**src/rv32_defines.svh**
```systemverilog
`ifndef RV32_DEFINES_SVH
`define RV32_DEFINES_SVH

// Data RAM depth in 32-bit words
`define RV32_RAM_WORDS 256

// Counter CSRs, user read-only space
`define RV32_CSR_CYCLE    12'hC00
`define RV32_CSR_CYCLEH   12'hC80
`define RV32_CSR_INSTRET  12'hC02
`define RV32_CSR_INSTRETH 12'hC82

// Machine scratch register
`define RV32_CSR_MSCRATCH 12'h340

`endif

```
**src/rv32_pkg.sv**
```systemverilog
package rv32_pkg;

    // Load/store access width
    typedef enum logic [1:0] {
        WIDTH_WORD = 2'b00,
        WIDTH_HALF = 2'b01,
        WIDTH_BYTE = 2'b10
    } mem_width_t;

    // Branch condition evaluated on the ALU result
    typedef enum logic [1:0] {
        BRANCH_NEVER    = 2'b00,
        BRANCH_ZERO     = 2'b01,
        BRANCH_NON_ZERO = 2'b10,
        BRANCH_ALWAYS   = 2'b11
    } branch_op_t;

    // CSR write operation, low bits of funct3
    typedef enum logic [1:0] {
        CSR_RW = 2'b01,
        CSR_RS = 2'b10,
        CSR_RC = 2'b11
    } csr_op_t;

endpackage

```
**src/rv32_branch_unit.sv**
```systemverilog
module rv32_branch_unit (
    input  rv32_pkg::branch_op_t op,
    input  logic                 predicted_taken,
    input  logic [31:0]          result,
    output logic                 mispredicted
);
    import rv32_pkg::*;

    logic result_zero;
    logic taken;

    assign result_zero = (result == 32'd0);

    always_comb begin
        case (op)
            BRANCH_ZERO: begin
                taken = result_zero;
            end
            BRANCH_NON_ZERO: begin
                taken = !result_zero;
            end
            BRANCH_ALWAYS: begin
                taken = 1'b1;
            end
            default: begin
                taken = 1'b0;
            end
        endcase
    end

    assign mispredicted = taken != predicted_taken; // Fetch guessed wrong
endmodule

```
**src/rv32_csrs.sv**
```systemverilog
`include "rv32_defines.svh"

module rv32_csrs (
    input  logic              clk,
    input  logic              reset,
    input  logic              write_en,
    input  rv32_pkg::csr_op_t op,
    input  logic              src,
    input  logic [31:0]       rs1_value,
    input  logic [31:0]       imm_value,
    input  logic [11:0]       csr,
    input  logic              instr_retired,
    output logic [31:0]       read_value,
    output logic [63:0]       cycle_out
);
    import rv32_pkg::*;

    logic [63:0] cycle;
    logic [63:0] instret;
    logic [31:0] mscratch;
    logic [31:0] src_value;
    logic [31:0] mscratch_next;
    logic        scratch_write;

    assign src_value = src ? imm_value : rs1_value; // Immediate form uses zimm
    assign scratch_write = write_en && (csr == `RV32_CSR_MSCRATCH);

    // Read-modify-write on mscratch
    always_comb begin
        case (op)
            CSR_RW: begin
                mscratch_next = src_value;
            end
            CSR_RS: begin
                mscratch_next = mscratch | src_value;
            end
            CSR_RC: begin
                mscratch_next = mscratch & ~src_value;
            end
            default: begin
                mscratch_next = mscratch;
            end
        endcase
    end

    // Counters are read-only from software
    always_ff @(posedge clk) begin
        if (reset) begin
            cycle <= 64'd0;
            instret <= 64'd0;
        end else begin
            cycle <= cycle + 64'd1;
            if (instr_retired) begin
                instret <= instret + 64'd1;
            end
        end
    end

    always_ff @(posedge clk) begin
        if (reset) begin
            mscratch <= 32'd0;
        end else if (scratch_write) begin
            mscratch <= mscratch_next;
        end
    end

    always_comb begin
        case (csr)
            `RV32_CSR_CYCLE:    read_value = cycle[31:0];
            `RV32_CSR_CYCLEH:   read_value = cycle[63:32];
            `RV32_CSR_INSTRET:  read_value = instret[31:0];
            `RV32_CSR_INSTRETH: read_value = instret[63:32];
            `RV32_CSR_MSCRATCH: read_value = mscratch;
            default:            read_value = 32'd0;
        endcase
    end

    assign cycle_out = cycle;
endmodule

```
**src/rv32_lsu_align.sv**
```systemverilog
module rv32_lsu_align (
    input  rv32_pkg::mem_width_t width,
    input  logic [1:0]           address_low,
    input  logic                 zero_extend,
    input  logic [31:0]          store_value,
    input  logic [31:0]          read_word,
    output logic [31:0]          write_value,
    output logic [3:0]           write_mask,
    output logic [31:0]          load_value
);
    import rv32_pkg::*;

    logic [15:0] half_lane;
    logic [7:0]  byte_lane;
    logic        sign_bit;

    // Store data is replicated so every candidate lane carries it
    always_comb begin
        case (width)
            WIDTH_WORD: begin
                write_value = store_value;
                write_mask = 4'b1111;
            end
            WIDTH_HALF: begin
                write_value = {2{store_value[15:0]}};
                write_mask = address_low[1] ? 4'b1100 : 4'b0011;
            end
            WIDTH_BYTE: begin
                write_value = {4{store_value[7:0]}};
                write_mask = 4'b0001 << address_low;
            end
            default: begin
                write_value = store_value;
                write_mask = 4'b0000; // Unused encoding writes nothing
            end
        endcase
    end

    // Lane pick for loads
    always_comb begin
        half_lane = address_low[1] ? read_word[31:16] : read_word[15:0];

        case (address_low)
            2'd0: byte_lane = read_word[7:0];
            2'd1: byte_lane = read_word[15:8];
            2'd2: byte_lane = read_word[23:16];
            default: byte_lane = read_word[31:24];
        endcase
    end

    // Shift down and extend
    always_comb begin
        case (width)
            WIDTH_HALF: begin
                sign_bit = half_lane[15] & ~zero_extend;
                load_value = {{16{sign_bit}}, half_lane};
            end
            WIDTH_BYTE: begin
                sign_bit = byte_lane[7] & ~zero_extend;
                load_value = {{24{sign_bit}}, byte_lane};
            end
            default: begin
                sign_bit = 1'b0;
                load_value = read_word;
            end
        endcase
    end
endmodule

```
**src/rv32_mem.sv**
```systemverilog
module rv32_mem (
    input  logic                 clk,
    input  logic                 reset,
    input  logic                 stall,
    input  logic                 flush,
    input  logic                 valid_in,
    input  logic                 read,
    input  logic                 write,
    input  rv32_pkg::mem_width_t width,
    input  logic                 zero_extend,
    input  logic                 csr_read,
    input  logic                 csr_write,
    input  rv32_pkg::csr_op_t    csr_op,
    input  logic                 csr_src,
    input  logic [11:0]          csr,
    input  rv32_pkg::branch_op_t branch_op,
    input  logic                 branch_predicted_taken,
    input  logic [31:0]          branch_pc_in,
    input  logic [4:0]           rd_in,
    input  logic                 rd_write_in,
    input  logic [31:0]          result,
    input  logic [31:0]          rs1_value,
    input  logic [31:0]          rs2_value,
    input  logic [31:0]          imm_value,
    input  logic [31:0]          data_read_value,
    output logic                 valid_out,
    output logic [4:0]           rd_out,
    output logic                 rd_write_out,
    output logic [31:0]          rd_value_out,
    output logic                 branch_mispredicted,
    output logic [31:0]          branch_pc_out,
    output logic [63:0]          cycle_out,
    output logic                 data_read,
    output logic                 data_write,
    output logic [31:0]          data_address,
    output logic [31:0]          data_write_value,
    output logic [3:0]           data_write_mask
);
    logic        commit;
    logic [3:0]  lane_mask;
    logic [31:0] load_value;
    logic [31:0] csr_read_value;
    logic [31:0] wb_value;
    logic        mispredicted;

    // Side effects only for a live, moving instruction
    assign commit = valid_in && !stall && !flush;

    rv32_lsu_align u_lsu_align (
        .width       (width),
        .address_low (result[1:0]),
        .zero_extend (zero_extend),
        .store_value (rs2_value),
        .read_word   (data_read_value),
        .write_value (data_write_value),
        .write_mask  (lane_mask),
        .load_value  (load_value)
    );

    assign data_read = read;
    assign data_write = write && commit;
    assign data_address = result; // ALU computed the effective address
    assign data_write_mask = data_write ? lane_mask : 4'b0000;

    rv32_branch_unit u_branch_unit (
        .op              (branch_op),
        .predicted_taken (branch_predicted_taken),
        .result          (result),
        .mispredicted    (mispredicted)
    );

    assign branch_mispredicted = mispredicted && valid_in && !flush;
    assign branch_pc_out = branch_pc_in;

    rv32_csrs u_csrs (
        .clk           (clk),
        .reset         (reset),
        .write_en      (csr_write && commit),
        .op            (csr_op),
        .src           (csr_src),
        .rs1_value     (rs1_value),
        .imm_value     (imm_value),
        .csr           (csr),
        .instr_retired (valid_out), // Retires as it leaves this stage
        .read_value    (csr_read_value),
        .cycle_out     (cycle_out)
    );

    always_comb begin
        if (read) begin
            wb_value = load_value;
        end else if (csr_read) begin
            wb_value = csr_read_value;
        end else begin
            wb_value = result;
        end
    end

    always_ff @(posedge clk) begin
        if (reset) begin
            valid_out <= 1'b0;
            rd_out <= 5'd0;
            rd_write_out <= 1'b0;
            rd_value_out <= 32'd0;
        end else if (!stall) begin
            valid_out <= valid_in && !flush;
            rd_out <= rd_in;
            rd_write_out <= rd_write_in && !flush;
            rd_value_out <= wb_value;
        end
    end
endmodule

```
**config.mk**
```make
export PLATFORM = sky130hd
export DESIGN_NAME = rv32_mem
export DESIGN_NICKNAME = d
export VERILOG_FILES = /design/src/rv32_pkg.sv /design/src/rv32_branch_unit.sv /design/src/rv32_csrs.sv /design/src/rv32_lsu_align.sv /design/src/rv32_mem.sv
export VERILOG_INCLUDE_DIRS = /design/src
export SDC_FILE = /design/constraint.sdc
export NUM_CORES = 1
export LEC_CHECK = 0
export BUFFER_PORTS_ARGS = -buffer_cell sky130_fd_sc_hd__clkbuf_2
export CORE_MARGIN = 1.5
export CORE_UTILIZATION = 35
export CTS_BUF_LIST = sky130_fd_sc_hd__clkbuf_4
export CTS_CLUSTER_DIAMETER = 120
export CTS_CLUSTER_SIZE = 25
export DETAILED_ROUTE_END_ITERATION = 10
export HOLD_SLACK_MARGIN = 0.12
export PLACE_DENSITY = 0.61
export SETUP_SLACK_MARGIN = 0.3
export SYNTH_ARGS = -nofsm -noshare
export SYNTH_HDL_FRONTEND = slang
export SYNTH_SLANG_ARGS = --single-unit
```
**constraint.sdc**
```tcl
create_clock -name clk -period 4.6 [get_ports clk]
set_input_delay 0 -clock clk [delete_from_list [all_inputs] [get_ports clk]]
set_output_delay 0 -clock clk [all_outputs]
set_load 0.005 [all_outputs]
```
==> Yosys cells after proc, flatten, opt, wreduce, memory -nomap -nowiden <==
Cells that the tools add are included.
{ "word_totals": {"ff_bits": 199, "inputBits": 228, "out_inout_bits": 206, "wordCells": 62} }
{ "op_classes": {"n_addsub": 2, "n_eq_ne": 16, "n_shift": 1, "muxes": 13, "bitwise_logic": 6, "reduce_logical": 17} }
{ "op_table": {"columns": ["operator", "count"], "rows": [
  ["32-bit one-hot mux with 5 select lines", 1],
  ["64-bit by 1-bit adder with 64-bit output (second input constant)", 2],
  ["32-bit one-hot mux with 2 select lines", 2],
  ["32-bit two-way mux", 3],
  ["32-bit one-hot mux with 3 select lines", 1],
  ["12-bit equality test (second input constant)", 4],
  ["32-bit bitwise AND", 1],
  ["32-bit logical NOT", 1],
  ["32-bit inverter", 1],
  ["32-bit OR", 1],
  ["8-bit one-hot mux with 3 select lines", 1],
  ["16-bit two-way mux", 1],
  ["12-bit by 10-bit equality test with 1-bit output (second input constant)", 1],
  ["2-bit equality test (second input constant)", 6],
  ["4-bit one-hot mux with 3 select lines", 1],
  ["1-bit logical AND", 9],
  ["2-bit by 1-bit equality test with 1-bit output (second input constant)", 4],
  ["4-bit two-way mux", 2],
  ["2-bit logical NOT", 2],
  ["1-bit by 2-bit left shift with 4-bit output (first input constant)", 1],
  ["1-bit logical NOT", 3],
  ["1-bit one-hot mux with 3 select lines", 1],
  ["3-bit nonzero test", 1],
  ["1-bit bitwise AND", 2],
  ["3 further kinds", 3]
]} }

==> Longest topological paths before layout <==
Gate-level depths: netlist of the first run.
{ "depth": {"ltp_word": 6, "depth_mapped": 9, "mapped_depth_nobuf": 7} }

==> Cells and area by module <==
From an unflattened synthesis of the first run, not the netlist that was laid out.
{ "unflattened": {"cells_unflattened": 1516, "area_unflattened_um2": 12913.6} }
{ "modules_own_cells": {"columns": ["mod", "instances", "cells_per_inst", "area_each_um2", "seq_area_each_um2"], "rows": [
  ["rv32_csrs", 1, 1009, 8663.3, 3203.1],
  ["rv32_mem", 1, 284, 2874.0, 780.7],
  ["rv32_lsu_align", 1, 206, 1265.0, 0.0],
  ["rv32_branch_unit", 1, 17, 111.4, 0.0]
]} }

==> Least setup slack after synthesis of the first run <==
No wires, ideal clock.
{ "synth_timing": {"path_kind": "register to register", "startpoint": "register u_csrs.instret[33]", "endpoint": "register u_csrs.instret[63]", "setup_ns": 0.121, "arrival_time_ns": 1.891, "slack_ns": 2.588, "path_stages_with_launch": 7, "period_less_slack_ns": 2.012, "path_cell_list": "dfxtp_1 -> nand4_2 -> nor3_1 -> nand2_1 -> buf_2 -> nor4_1 -> mux2_2"} }
{ "synth_between": {"elab_chain_len": 1} }
{ "synth_lines": {"columns": ["element", "line", "source"], "rows": [
  ["start: declaration", "rv32_csrs.sv:19", "logic [63:0] instret;"],
  ["start signal: assignment", "rv32_csrs.sv:54", "instret <= instret + 64'd1;"],
  ["64-bit by 1-bit adder with 64-bit output", "rv32_csrs.sv:54", null]
]} }
No other way between the ends.
A chain may end at the register's enable or synchronous reset.

==> Worst setup path after layout of the first run <==
{ "layout_timing": {"startpoint": "input flush", "endpoint": "register u_csrs.mscratch[7]"} }
{ "layout_between": {"elab_chain_len": 5} }
{ "layout_lines": {"columns": ["element", "line", "source"], "rows": [
  ["start: declaration", "rv32_mem.sv:5", "input logic flush,"],
  ["1-bit logical NOT", "rv32_mem.sv:47", "assign commit = valid_in && !stall && !flush;"],
  ["1-bit logical AND", "rv32_mem.sv:47", null],
  ["1-bit logical AND", "rv32_mem.sv:78", ".write_en (csr_write && commit),"],
  ["1-bit logical AND", "rv32_csrs.sv:26", "assign scratch_write = write_en && (csr == `RV32_CSR_MSCRATCH);"],
  ["2-bit AND reduction (no line)", null, null],
  ["end signal: assignment", "rv32_csrs.sv:63", "mscratch <= mscratch_next;"],
  ["end: declaration", "rv32_csrs.sv:20", "logic [31:0] mscratch;"]
]} }
No other way between the ends.

==> impl_results.md, run 1 <==
* Post-synthesis register bit count at 199
* Worst Hold Class: in2reg
* R2R Setup Slk at between 1.5 and 2 ns
* Wirelength per Cell at between 20 and 25 um
* Bufs on Longest Clock Path at 2
* Crit Path Category: in2reg
* Share of layout cells above drive strength 1 at ~25%
* Top FF cell, synth: dfxtp_1
* Area growth syn-to-layout at 32.3%
* Worst Path Arrival at about 4.1 ns
* Post-synth EDFFs at 0
* Setup tns final at 0 ns
* Layout Nets at 2208
* Iter 0 DRT Violations at between 1500 and 2000
* VDD IR max at 129 uV
* DR vias at around 14000
* Leak pwr at ~6.6 nW
* Critical Path RT at slightly above 5 ns
* Max transition margin at about an eighth
* Routed Antenna Nets at 0
* Largest net degree at the start of global routing at 112
* Max stage delay on crit path at about 0.60 ns
* Post-place instance area at between 10000 and 15000 sq um
* Mapped Nets at around 1800
* Syn avg cell area at about 8.1 sq um
* Worst slew pin tran at 1.32 ns
* Worst Hold Launch: csr_write
* Final Max Slew Viols at 0
* Async S/R FF share, synth at 0%
* Number of global-route vias before repair at around 14000
* Post-route cell area at 16500 sq um
* Die Y at roughly 190 um
* Synth cell types at 64
* Sink Count at 199
* Fmax at ~280 MHz
* Die Footprint at roughly 37000 sq um
* WHS Path Cells at 5
* DRC at 0
* Clock root buffer: clkbuf_4
* Yosys warns at 0
* Status: complete, no violations
* Final Hold Viols at 0
* Adder-Cell Fraction of Synth Area at less than 1%
* Switching pwr at 1.09 mW
* Crit path from: flush
* Period utilization at between 70 and 80%
* Main combinational cell family by area after synthesis: compound AO/OA/AOI/OAI gates
* CP Cell Sequence: dlygate4sd3_1 > clkbuf_2 > nor3b_1 > dlygate4sd3_1 > buf_4 > o211a_1 > buf_4 > nand4_1 > nor2_1 > dlygate4sd3_1 > o21ba_2 > dlygate4sd3_1
* Synth Cell Area at about 12000 sq um
* Synth Area in Simple Gates at ~22%
* Global route overflow at 0
* Clock Latency Late Sink at between 0.6 and 0.7 ns
* Total wire length at between 50000 and 60000 um
* All-Layer GR Usage at 30.6%
* Post-synthesis sequential area ratio at around a third
* RSZ-0062 raised after global routing: no
* Post-Layout Cell Count at ~2400
* Number of H-tree levels at 4
* Switch share at 30.8%
* Setup violations, final at 0
* Row count at a little under 70
* Post-route clock skew at 0.0485 ns
* Synth Instances at 1531
* Number of cells upsized or downsized after cts at 0
* Clk pwr share at 29.2%
* RePlAce Congestion at approximately 1
* Starting Density at 35.8%
* Hold EP: u_csrs.mscratch[29]$_SDFFE_PP0P_
* Complex-gate fraction of the synthesized area at a little under a quarter
* Post-synthesis mux area share at 7.66%
* R2R cell count at 5
* Num CTS Buffers at 17
* HPWL after DPL at 43300 um
* CTS tree: built
* Combinational share of power at just over 20%
* Pint at between 2 and 2.5 mW
* Most frequent CP cell: dlygate4sd3_1
* Flop pwr share at ~51%
* Max Cap Viol at 0
* Io pins at about 430
* 1st-pass router iterations at 5
* Pwr Density at between 200 and 250 nW/um^2
* Tmin final at ~3.5 ns
* Max FO, Critical Path at 33
* Post-DR vias/cell at roughly 6
* Die width at around 190 um
* Initial antenna violation count at 5
* XOR/XNOR Fraction of Synth Area at under 10%
* Cells after DPL at roughly 2200
* Worst Setup Start Kind: input pin
* RR Startpoint: u_csrs.instret[33]$_SDFFE_PP0P_
* CP max-delay cell: dlygate4sd3_1
* Port bufs at about 370
* Core region area at 34700 sq um
* First-pass GRT wire length at roughly 84000 um
* Clock transition at the registers of the reported paths at between 0.2 and 0.25 ns
* Final core utilization at about 47%
* CP Capture Type: flop
* FF-to-FF End: u_csrs.instret[60]$_SDFFE_PP0P_
-- kinds of logic (layout without fill, tap and decap cells) --
group / after synthesis / after routing
buffers and inverters: 228 / 684
flip-flops: 199 / 199
XOR/XNOR: 64 / 64
AO/OA/AOI/OAI: 426 / 426
other: 0 / 2
adder cells (fa/ha/maj): 6 / 6
multiplexers: 75 / 75
AND/OR/NAND/NOR: 533 / 533
-- state kept, by name, indices dropped and copies added, names as in the netlist --
signal	cells
u_csrs.mscratch	32
rd_out	5
rd_value_out	32
u_csrs.cycle_out	64
u_csrs.instret	64
valid_out	1
rd_write_out	1
-- cell usage in the layout (no fill, tap or decap), types with 19 or more instances in the layout --
master,n
nand4_1,56
clkbuf_2,368
a22oi_1,29
a31oi_1,35
nand3_1,51
mux2i_1,40
mux2_2,21
dfxtp_1,199
a21oi_1,92
inv_1,56
o31ai_1,26
nand2_1,119
dlygate4sd3_1,212
o21ba_2,31
xor2_1,46
a221oi_1,47
o21ai_0,81
nor2_1,135
or3_1,36
nor4_1,19
-- area by class of cell --
| class | instances | area [sq um] |
|---|---|---|
| fill | 3450 | 18300 |
| multi-input combinational | 1104 | 7300 |
| timing repair buffer | 595 | 4080 |
| sequential | 199 | 3980 |
| tap | 455 | 569 |
| inverter | 57 | 214 |
| clock inverter | 14 | 165 |
| clock buffer | 18 | 135 |
| antenna | 2 | 5.00 |
-- synth_stat cells, types with 14 or more instances --
cell / number / area [sq um]
nand2_1: 119 / 447
a21oi_1: 92 / 460
o221ai_1: 17 / 149
o21ai_0: 81 / 405
or3_1: 36 / 225
a31oi_1: 35 / 219
nand4_1: 56 / 350
and3_1: 14 / 87.6
clkbuf_1: 73 / 274
o21ba_2: 31 / 310
nor2_1: 135 / 507
o31ai_1: 26 / 195
nor3_1: 16 / 80.1
mux2_2: 21 / 236
and4_1: 16 / 140
mux4_2: 14 / 315
dfxtp_1: 199 / 3980
nor4_1: 19 / 119
or4_1: 17 / 128
nand3_1: 51 / 255
xor2_1: 46 / 403
and2_1: 16 / 100
xnor2_1: 18 / 158
inv_1: 56 / 210
buf_4: 73 / 548
mux2i_1: 40 / 400
a22oi_1: 29 / 218
a221oi_1: 47 / 412
-- routing by layer --
metal | wire (um) | share of wire [%] | up-vias | track usage, %
li1 | - | - | 6516 | -
met1 | 21100 | 37 | 6936 | 35.2
met2 | 27400 | 48 | 813 | 51.5
met3 | 5300 | 9.2 | 159 | 6.72
met4 | 3800 | 6.6 | 0 | 19.1
met5 | 0 | 0 | - | 0
-- worst max-delay path, delay by kind of cell --
| family | cells | cell delay, ns |
|---|---|---|
| AO/OA/AOI/OAI | 2 | 0.28 |
| buffers and inverters | 7 | 2.97 |
| AND/OR/NAND/NOR | 3 | 0.84 |
-- how the worst max path moves through the flow --
stage | cells past startpoint | to | slack [ns]
2_1_floorplan | 6 | u_csrs.instret[63]$_SDFFE_PP0P_ | 2.59
3_3_place_gp | 6 | rd_value_out[11]$_SDFFE_PP0N_ | 1.75
3_5_place_dp | 6 | rd_value_out[11]$_SDFFE_PP0N_ | 1.67
4_1_cts | 12 | u_csrs.mscratch[7]$_SDFFE_PP0P_ | 1.25
5_1_grt | 12 | u_csrs.mscratch[16]$_SDFFE_PP0P_ | 0.90
6_report | 12 | u_csrs.mscratch[7]$_SDFFE_PP0P_ | 1.05
-- power by group through the flow --
| stage | logic (mW) | registers, mW | clock network, mW |
|---|---|---|---|
| 5_1_grt | 0.762 | 1.78 | 1.11 |
| 6_report | 0.715 | 1.78 | 1.03 |
| 3_5_place_dp | 0.550 | 1.81 | 0 |
| 4_1_cts | 0.697 | 1.78 | 1.04 |
| 3_3_place_gp | 0.545 | 1.81 | 0 |
| 2_1_floorplan | 0.311 | 1.81 | 0 |
-- timing repair --
action                                 4_1_cts  5_1_grt
hold buffers                               212        0
endpoints found under the hold margin      134        0
buffers inserted                             0        0
-- metrics by stage --
step                      setup WS [ns]  total power, mW  hold WS, ns
after floorplan                    2.59             2.12       0.0327
after global placement             1.75             2.36    0.0000346
after detailed placement           1.67             2.36    0.0000346
after CTS                          1.25             3.52        0.169
after global routing              0.900             3.66        0.222
final                              1.05             3.52        0.200
No activity file was read; power rests on OpenSTA's default activity.
==> run 2: changes to the inputs <==
==> constraint.sdc (replaced) <==
create_clock -name clk -period 3.3 [get_ports clk]
set_input_delay 0 -clock clk [delete_from_list [all_inputs] [get_ports clk]]
set_output_delay 0 -clock clk [all_outputs]
set_load 0.005 [all_outputs]
==> impl_results.md, run 2 (synthesis gave the netlist of run 1 again) <==
* Worst slew pin tran at 1.02 ns (-0.298 ns)
* Status: complete, no violations
* Setup violations, final at 0 (unchanged)
* Final Max Slew Viols at 0 (unchanged)
* Largest net degree at the start of global routing at 144 (+29%)
* Leak pwr at 6.96 nW (+5.2%)
* Max transition margin at 31.9% (+20 points)
* Period utilization at a little over four fifths
* Row count at 68 (unchanged)
* Share of layout cells above drive strength 1 at 25.0% (about the same)
* Die Footprint at 36700 sq um (unchanged)
* Io pins at 434 (unchanged)
* Total wire length at 58200 um (+1.0%)
* Pwr Total at 4.82 mW (+37%)
* Pwr Density at 283 nW/um^2 (+32%)
* CP top delay family: simple AND/OR/NAND/NOR gates
* DRC at 0 (unchanged)
* Num CTS Buffers at 17 (unchanged)
* CP max-delay cell: nor3_1
* Multi-input logic area at 7300 sq um (unchanged)
* Clock Latency Late Sink at 0.64 ns (about the same)
* Max stage delay on crit path at 0.65 ns (+0.05 ns)
* Worst Setup Start Kind: flop
* Number of global-route vias before repair at 13900 (+1.5%)
* Fillers at 3368 (-2.4%)
* Wirelength per Cell at 23.2 um (-1.6%)
* RePlAce Congestion at 0.997 (+0.12%)
* Core region area at 34700 sq um (unchanged)
* Global route overflow at 0 (unchanged)
* Crit Path Category: reg2reg
* VDD IR max at 244 uV (+88%)
* Final Hold Viols at 0 (unchanged)
* RSZ-0062 raised after global routing: no
* Register Area at 3980 sq um (unchanged)
* CTS tree: built
* Number of H-tree levels at 4 (unchanged)
* Die width at 191 um (unchanged)
* Sink Count at 199 (unchanged)
* Starting Density at 35.8% (unchanged)
* CP Cell Sequence: nand4_2 > nor3_1 > nand4_1 > or4_1 > a21oi_1
* HPWL after DPL at 43600 um (+0.64%)
* Post-route clock skew at 0.0362 ns (-0.0123 ns)
* Tmin final at ~2.7 ns
* Routed Antenna Nets at 0 (unchanged)
* Leading cell types in the layout, fill and taps excluded: clkbuf_2, dlygate4sd3_1, dfxtp_1
* Fmax at roughly 360 MHz
* Layout Nets at 2272 (+2.9%)
* Area growth syn-to-layout at 37.0%
* Bufs on Longest Clock Path at 2 (unchanged)
* CP Buf/Inv Count at 0 (-7)
* Clock root buffer: clkbuf_4
* DR vias at 14700 (+1.8%)
* All-Layer GR Usage at 31.0% (+0.41 points)
* First-pass GRT wire length at 85300 um (+1.5%)
* Clock transition at the registers of the reported paths at 0.18 ns (-0.03 ns)
* Worst Path Arrival at 3.30 ns (-0.82 ns)
* Max Cap Viol at 0 (unchanged)
* Die Y at 191 um (unchanged)
* CP Capture Type: flop
* Post-DR vias/cell at 5.85 (-0.82%)
* Initial antenna violation count at 2 (-3)
* Iter 0 DRT Violations at 1518 (-3.9%)
* Worst Hold Class: in2reg
* 1st-pass router iterations at 5 (unchanged)
* Critical Path RT at 3.86 ns (-1.31 ns)
* Port bufs at 369 (unchanged)
* Setup tns final at 0 ns (unchanged)
* Most common library cell in the layout ignoring fill and taps: clkbuf_2
* Max FO, Critical Path at 15 (-55%)
[run 2: cell types whose count changed in the layout (fill, tap and decap cells not counted), moves of 2 or more]
cell and change:
inv_8 +2, dlygate4sd3_1 +49, clkinv_4 +2, bufinv_16 -2
buf_4 +14
[run 2: worst reg2reg max path: stages (launching register included)]
cell	delay, ns
dfxtp_1	0.47
nand4_2	0.26
nor3_1	0.65
nand4_1	0.58
or4_1	0.58
a21oi_1	0.14
[run 2: timing repair]
item                                    CTS  global route
hold endpoints to repair                125             0
hold buffers                            261             0
buffers inserted                          0             0
resized for setup                         0             1
endpoints found under the setup margin    0             2
[run 2: per-stage QoR]
| step | instances | setup WS, ns | hold slack (ns) | utilization, % | area, sq um |
|---|---|---|---|---|---|
| floorplan | 1531 | 1.29 | 0.0327 | - | 12400 |
| global placement | 2213 | 0.737 | 0.0000346 | 40.8 | 14100 |
| detailed placement | 2213 | 0.697 | 0.0000346 | 40.8 | 14100 |
| CTS | 2506 | 0.569 | 0.142 | 49.1 | 17000 |
| global route | 2508 | 0.383 | 0.186 | 49.1 | 17000 |
| finish | 2508 | 0.553 | 0.196 | 49.1 | 17000 |
[run 2: final timing paths]
kind / end / slack, ns / depth (start not counted) / startpoint
min reg2reg: rd_value_out[7]$_SDFFE_PP0N_ / 0.49 / 2 / rd_value_out[7]$_SDFFE_PP0N_
max reg2reg: u_csrs.instret[60]$_SDFFE_PP0P_ / 0.55 / 5 / u_csrs.instret[33]$_SDFFE_PP0P_
max: u_csrs.instret[60]$_SDFFE_PP0P_ / 0.55 / 5 / u_csrs.instret[33]$_SDFFE_PP0P_
min: rd_value_out[7]$_SDFFE_PP0N_ / 0.20 / 4 / csr[1]
[run 2: power by group]
group / leakage, nW / internal [mW] / switching [mW] / total (mW)
combinational: 5.22 / 0.486 / 0.531 / 1.02
clock: 0.140 / 0.332 / 0.990 / 1.32
sequential: 1.61 / 2.44 / 0.0367 / 2.48
[run 2: metal layers]
layer	global-route usage, %	vias to the layer above	share of wire (%)
li1	-	6661	-
met1	36.3	7134	37
met2	52.7	731	49
met3	6.10	152	7.9
met4	17.8	2	6.0
met5	0	-	0.022
[run 2: cell type report]
type	instances	area share, %
inverters	57	1.26
clock buffers	17	0.749
clock inverters	15	0.815
well taps	455	3.34
diodes	2	0.0294
flip-flops and latches	199	23.4
multi-input cells	1104	42.9
repair buffers	659	27.5
==> run 3: changes to the inputs <==
--- a/config.mk
+++ b/config.mk
@@ -6,6 +6,7 @@
 export SDC_FILE = /design/constraint.sdc
 export NUM_CORES = 1
 export LEC_CHECK = 0
+export ABC_AREA = 1
 export BUFFER_PORTS_ARGS = -buffer_cell sky130_fd_sc_hd__clkbuf_2
 export CORE_MARGIN = 1.5
 export CORE_UTILIZATION = 35
@@ -14,7 +15,7 @@
 export CTS_CLUSTER_SIZE = 25
 export DETAILED_ROUTE_END_ITERATION = 10
 export HOLD_SLACK_MARGIN = 0.12
-export PLACE_DENSITY = 0.61
+export PLACE_DENSITY = 0.62
 export SETUP_SLACK_MARGIN = 0.3
 export SYNTH_ARGS = -nofsm -noshare
 export SYNTH_HDL_FRONTEND = slang
==> constraint.sdc (replaced) <==
create_clock -name clk -period 2.3 [get_ports clk]
set_input_delay 0 -clock clk [delete_from_list [all_inputs] [get_ports clk]]
set_output_delay 0 -clock clk [all_outputs]
set_load 0.005 [all_outputs]
==> impl_results.md, run 3 <==
* Status: complete, no violations
* Setup violations, final at 0 (unchanged)
* Synth cell types at 46 (-28%)
* Synth Area in Simple Gates at 41.7% (+19 points)
* R2R cell count at 5 (unchanged)
* Largest cells by area after synthesis: dfxtp_1, nand2_1, nand3_1, nor2_1, inv_1
* Crit path from: u_csrs.mscratch[28]$_SDFFE_PP0P_
* All-Layer GR Usage at 35.4% (+4.4 points)
* Worst Setup Start Kind: flop
* RR Startpoint: u_csrs.mscratch[28]$_SDFFE_PP0P_
* WHS Path Cells at 9 (+5)
* Share of layout cells above drive strength 1 at 21.2% (-3.8 points)
* Complex-gate fraction of the synthesized area at 14.4% (-9.2 points)
* Fillers at 4315 (+28%)
* Post-synthesis mux area share at 1.62% (-6.0 points)
* Final Hold Viols at 0 (unchanged)
* Die Footprint at 43500 sq um (+19%)
* Leading cell types in the layout, fill and taps excluded: nand2_1, clkbuf_2, nor2_1
* Row count at 75 (+10%)
* Largest net degree at the start of global routing at 85 (-41%)
* Adder-Cell Fraction of Synth Area at 0.508% (-0.096 points)
* Layout Nets at 3326 (+46%)
* Crit Path Category: reg2reg
* Routed Antenna Nets at 0 (unchanged)
* Iter 0 DRT Violations at 2083 (+37%)
* Most common library cell in the layout ignoring fill and taps: nand2_1
* HPWL after DPL at 60600 um (+39%)
* Post-route clock skew at 0.0419 ns (+0.00571 ns)
* Post-synthesis register bit count at 199 (unchanged)
* DR vias at 20200 (+37%)
* CTS tree: built
* Syn avg cell area at 5.94 sq um (-27%)
* Core region area at 41900 sq um (+21%)
* Post-synthesis sequential area ratio at 26.9% (-5.1 points)
* Async S/R FF share, synth at 0% (unchanged)
* Number of global-route vias before repair at 18600 (+34%)
* Critical Path RT at 3.04 ns (-0.82 ns)
* Worst slew pin tran at 1.00 ns (-0.0170 ns)
* VDD IR max at 402 uV (+65%)
* Clock Latency Late Sink at 0.79 ns (+0.15 ns)
* Post-synth EDFFs at 0 (unchanged)
* Top post-synthesis cells by count: nand2_1, nor2_1, nand3_1
* FF-to-FF End: u_csrs.mscratch[28]$_SDFFE_PP0P_
* Most common cell in the netlist: nand2_1
* Area growth syn-to-layout at 40.2%
* Pwr Total at 7.81 mW (+62%)
* Fmax at 485 MHz (+33%)
* Die Y at 209 um (+8.9%)
* Max transition margin at 32.4% (+0.42 points)
* Tmin final at 2.06 ns (-0.685 ns)
* CP Capture Type: flop
* Clock root buffer: clkbuf_4
* Post-DR vias/cell at 5.53 (-5.6%)
* 1st-pass router iterations at 5 (unchanged)
* Bufs on Longest Clock Path at 2 (unchanged)
* Sink Count at 199 (unchanged)
* XOR/XNOR Fraction of Synth Area at 0.829% (-3.7 points)
* Setup tns final at 0 ns (unchanged)
* Io pins at 434 (unchanged)
* Worst Hold Class: in2reg
* RePlAce Congestion at 1.03 (+3.7%)
* Leak pwr at 8.69 nW (+25%)
* RSZ-0062 raised after global routing: yes
* Mapped Nets at 2725 (+54%)
* Num CTS Buffers at 17 (unchanged)
* Global route overflow at 0 (unchanged)
* Synth Cell Area at 14800 sq um (+19%)
* Worst hold slack at 0.0157 ns (-0.180 ns)
* Wirelength per Cell at 21.7 um (-6.4%)
* Main combinational cell family by area after synthesis: simple AND/OR/NAND/NOR gates
* R2R Setup Slk at 0.24 ns (-0.32 ns)
* First-pass GRT wire length at 116000 um (+35%)
* Starting Density at 35.3% (-0.47 points)
* Max Cap Viol at 0 (unchanged)
* Period utilization at 89.7% (+6.4 points)
* Top FF cell, synth: dfxtp_1
* Die width at 209 um (+8.9%)
* Initial antenna violation count at 3 (+1)
* Final Max Slew Viols at 0 (unchanged)
* Synth Instances at 2491 (+63%)
* Dominant cell type by area after synthesis: dfxtp_1
* Port bufs at 369 (unchanged)
* Total wire length at 79300 um (+36%)
* Clock transition at the registers of the reported paths at 0.19 ns (about the same)
* Yosys warns at 0 (unchanged)
* Pwr Density at 376 nW/um^2 (+33%)
* Number of H-tree levels at 4 (unchanged)
* Post-synth top area share at 26.9% (-5.1 points)
* Max FO, Critical Path at 3 (-12)
* Critical path endpoint: u_csrs.mscratch[28]$_SDFFE_PP0P_
* Worst Path Arrival at 2.81 ns (-0.49 ns)
* DRC at 0 (unchanged)
## run 3: changes by cell type in the layout (fill, tap and decap cells not counted), sizes merged, moves of 33 or more
cell / delta
nand2: +400
nor2: +277
nand3: +245
inv: +218
o21ai: +112
a21oi: +70
nor3: +56
buf: +53
a221oi: -47
dlygate4sd3: +41
or3: -36
xor2: -34
a31oi: -33
## run 3: through the flow
stage	std cells	area, sq um	setup WS, ns	util, %
3_3_place_gp	3298	16900	0.0861	40.4
6_report	3648	20700	0.238	49.5
5_1_grt	3648	20700	0.141	49.5
2_1_floorplan	2491	14800	0.583	-
4_1_cts	3643	20400	0.252	48.8
3_5_place_dp	3298	16900	0.0668	40.4
## run 3: layer usage
layer	track usage (%)	share of wire (%)	up-vias
li1	-	-	9309
met1	47.2	42	9544
met2	55.3	44	1125
met3	6.66	9.1	178
met4	15.9	4.9	0
met5	0	0	-
## run 3: where the power goes
part           internal, mW  switching, mW  total, mW
clock                 0.887           1.49       2.38
sequential             3.50         0.0414       3.55
combinational         0.894          0.989       1.88
## run 3: area by class of cell
class	instances	area [sq um]	area share, %
Multi-Input combinational cell	1840	9030	43.6
Timing Repair Buffer	755	5580	26.9
Sequential cell	199	4030	19.5
Inverter	278	1050	5.07
Tap cell	539	674	3.25
Clock inverter	15	210	1.01
Clock buffer	17	128	0.616
Antenna cell	4	10.0	0.0483
Timing Repair inverter	1	5.00	0.0241
## run 3: worst min path at each step
| stage | start | to | slack [ns] |
|---|---|---|---|
| 2_1_floorplan | write | data_write | 0.08 |
| 3_5_place_dp | branch_pc_in[0] | branch_pc_out[0] | 0.00003 |
| 4_1_cts | csr[4] | u_csrs.mscratch[7]$_SDFFE_PP0P_ | -0.13 |
| 3_3_place_gp | branch_pc_in[0] | branch_pc_out[0] | 0.00003 |
| 6_report | csr[4] | u_csrs.mscratch[14]$_SDFFE_PP0P_ | 0.02 |
| 5_1_grt | csr[11] | u_csrs.mscratch[14]$_SDFFE_PP0P_ | 0.12 |
## run 3: cell families after synthesis
kind of cell,Yosys count
AOI/OAI and AO/OA,403
xor gates and xnor gates,14
adders and majority gates,6
buffers and inverters,452
DFF,199
muxes,24
and+or+nand+nor,1393
## run 3: what timing repair did
action / in CTS / in global routing
setup endpoints to repair: 17 / 95
pin swaps: 1 / 4
cloned: 0 / 1
hold buffers: 312 / 4
setup buffers: 1 / 7
endpoints found under the hold margin: 231 / 5
resized for setup: 11 / 110
## run 3: critical path, stage by stage (launching register included)
cell and delay [ns]:
dfxtp_1 0.45, a41oi_1 0.12, dlygate4sd3_1 0.61, a21oi_2 0.17, o21a_1 0.14, dlygate4sd3_1 0.54
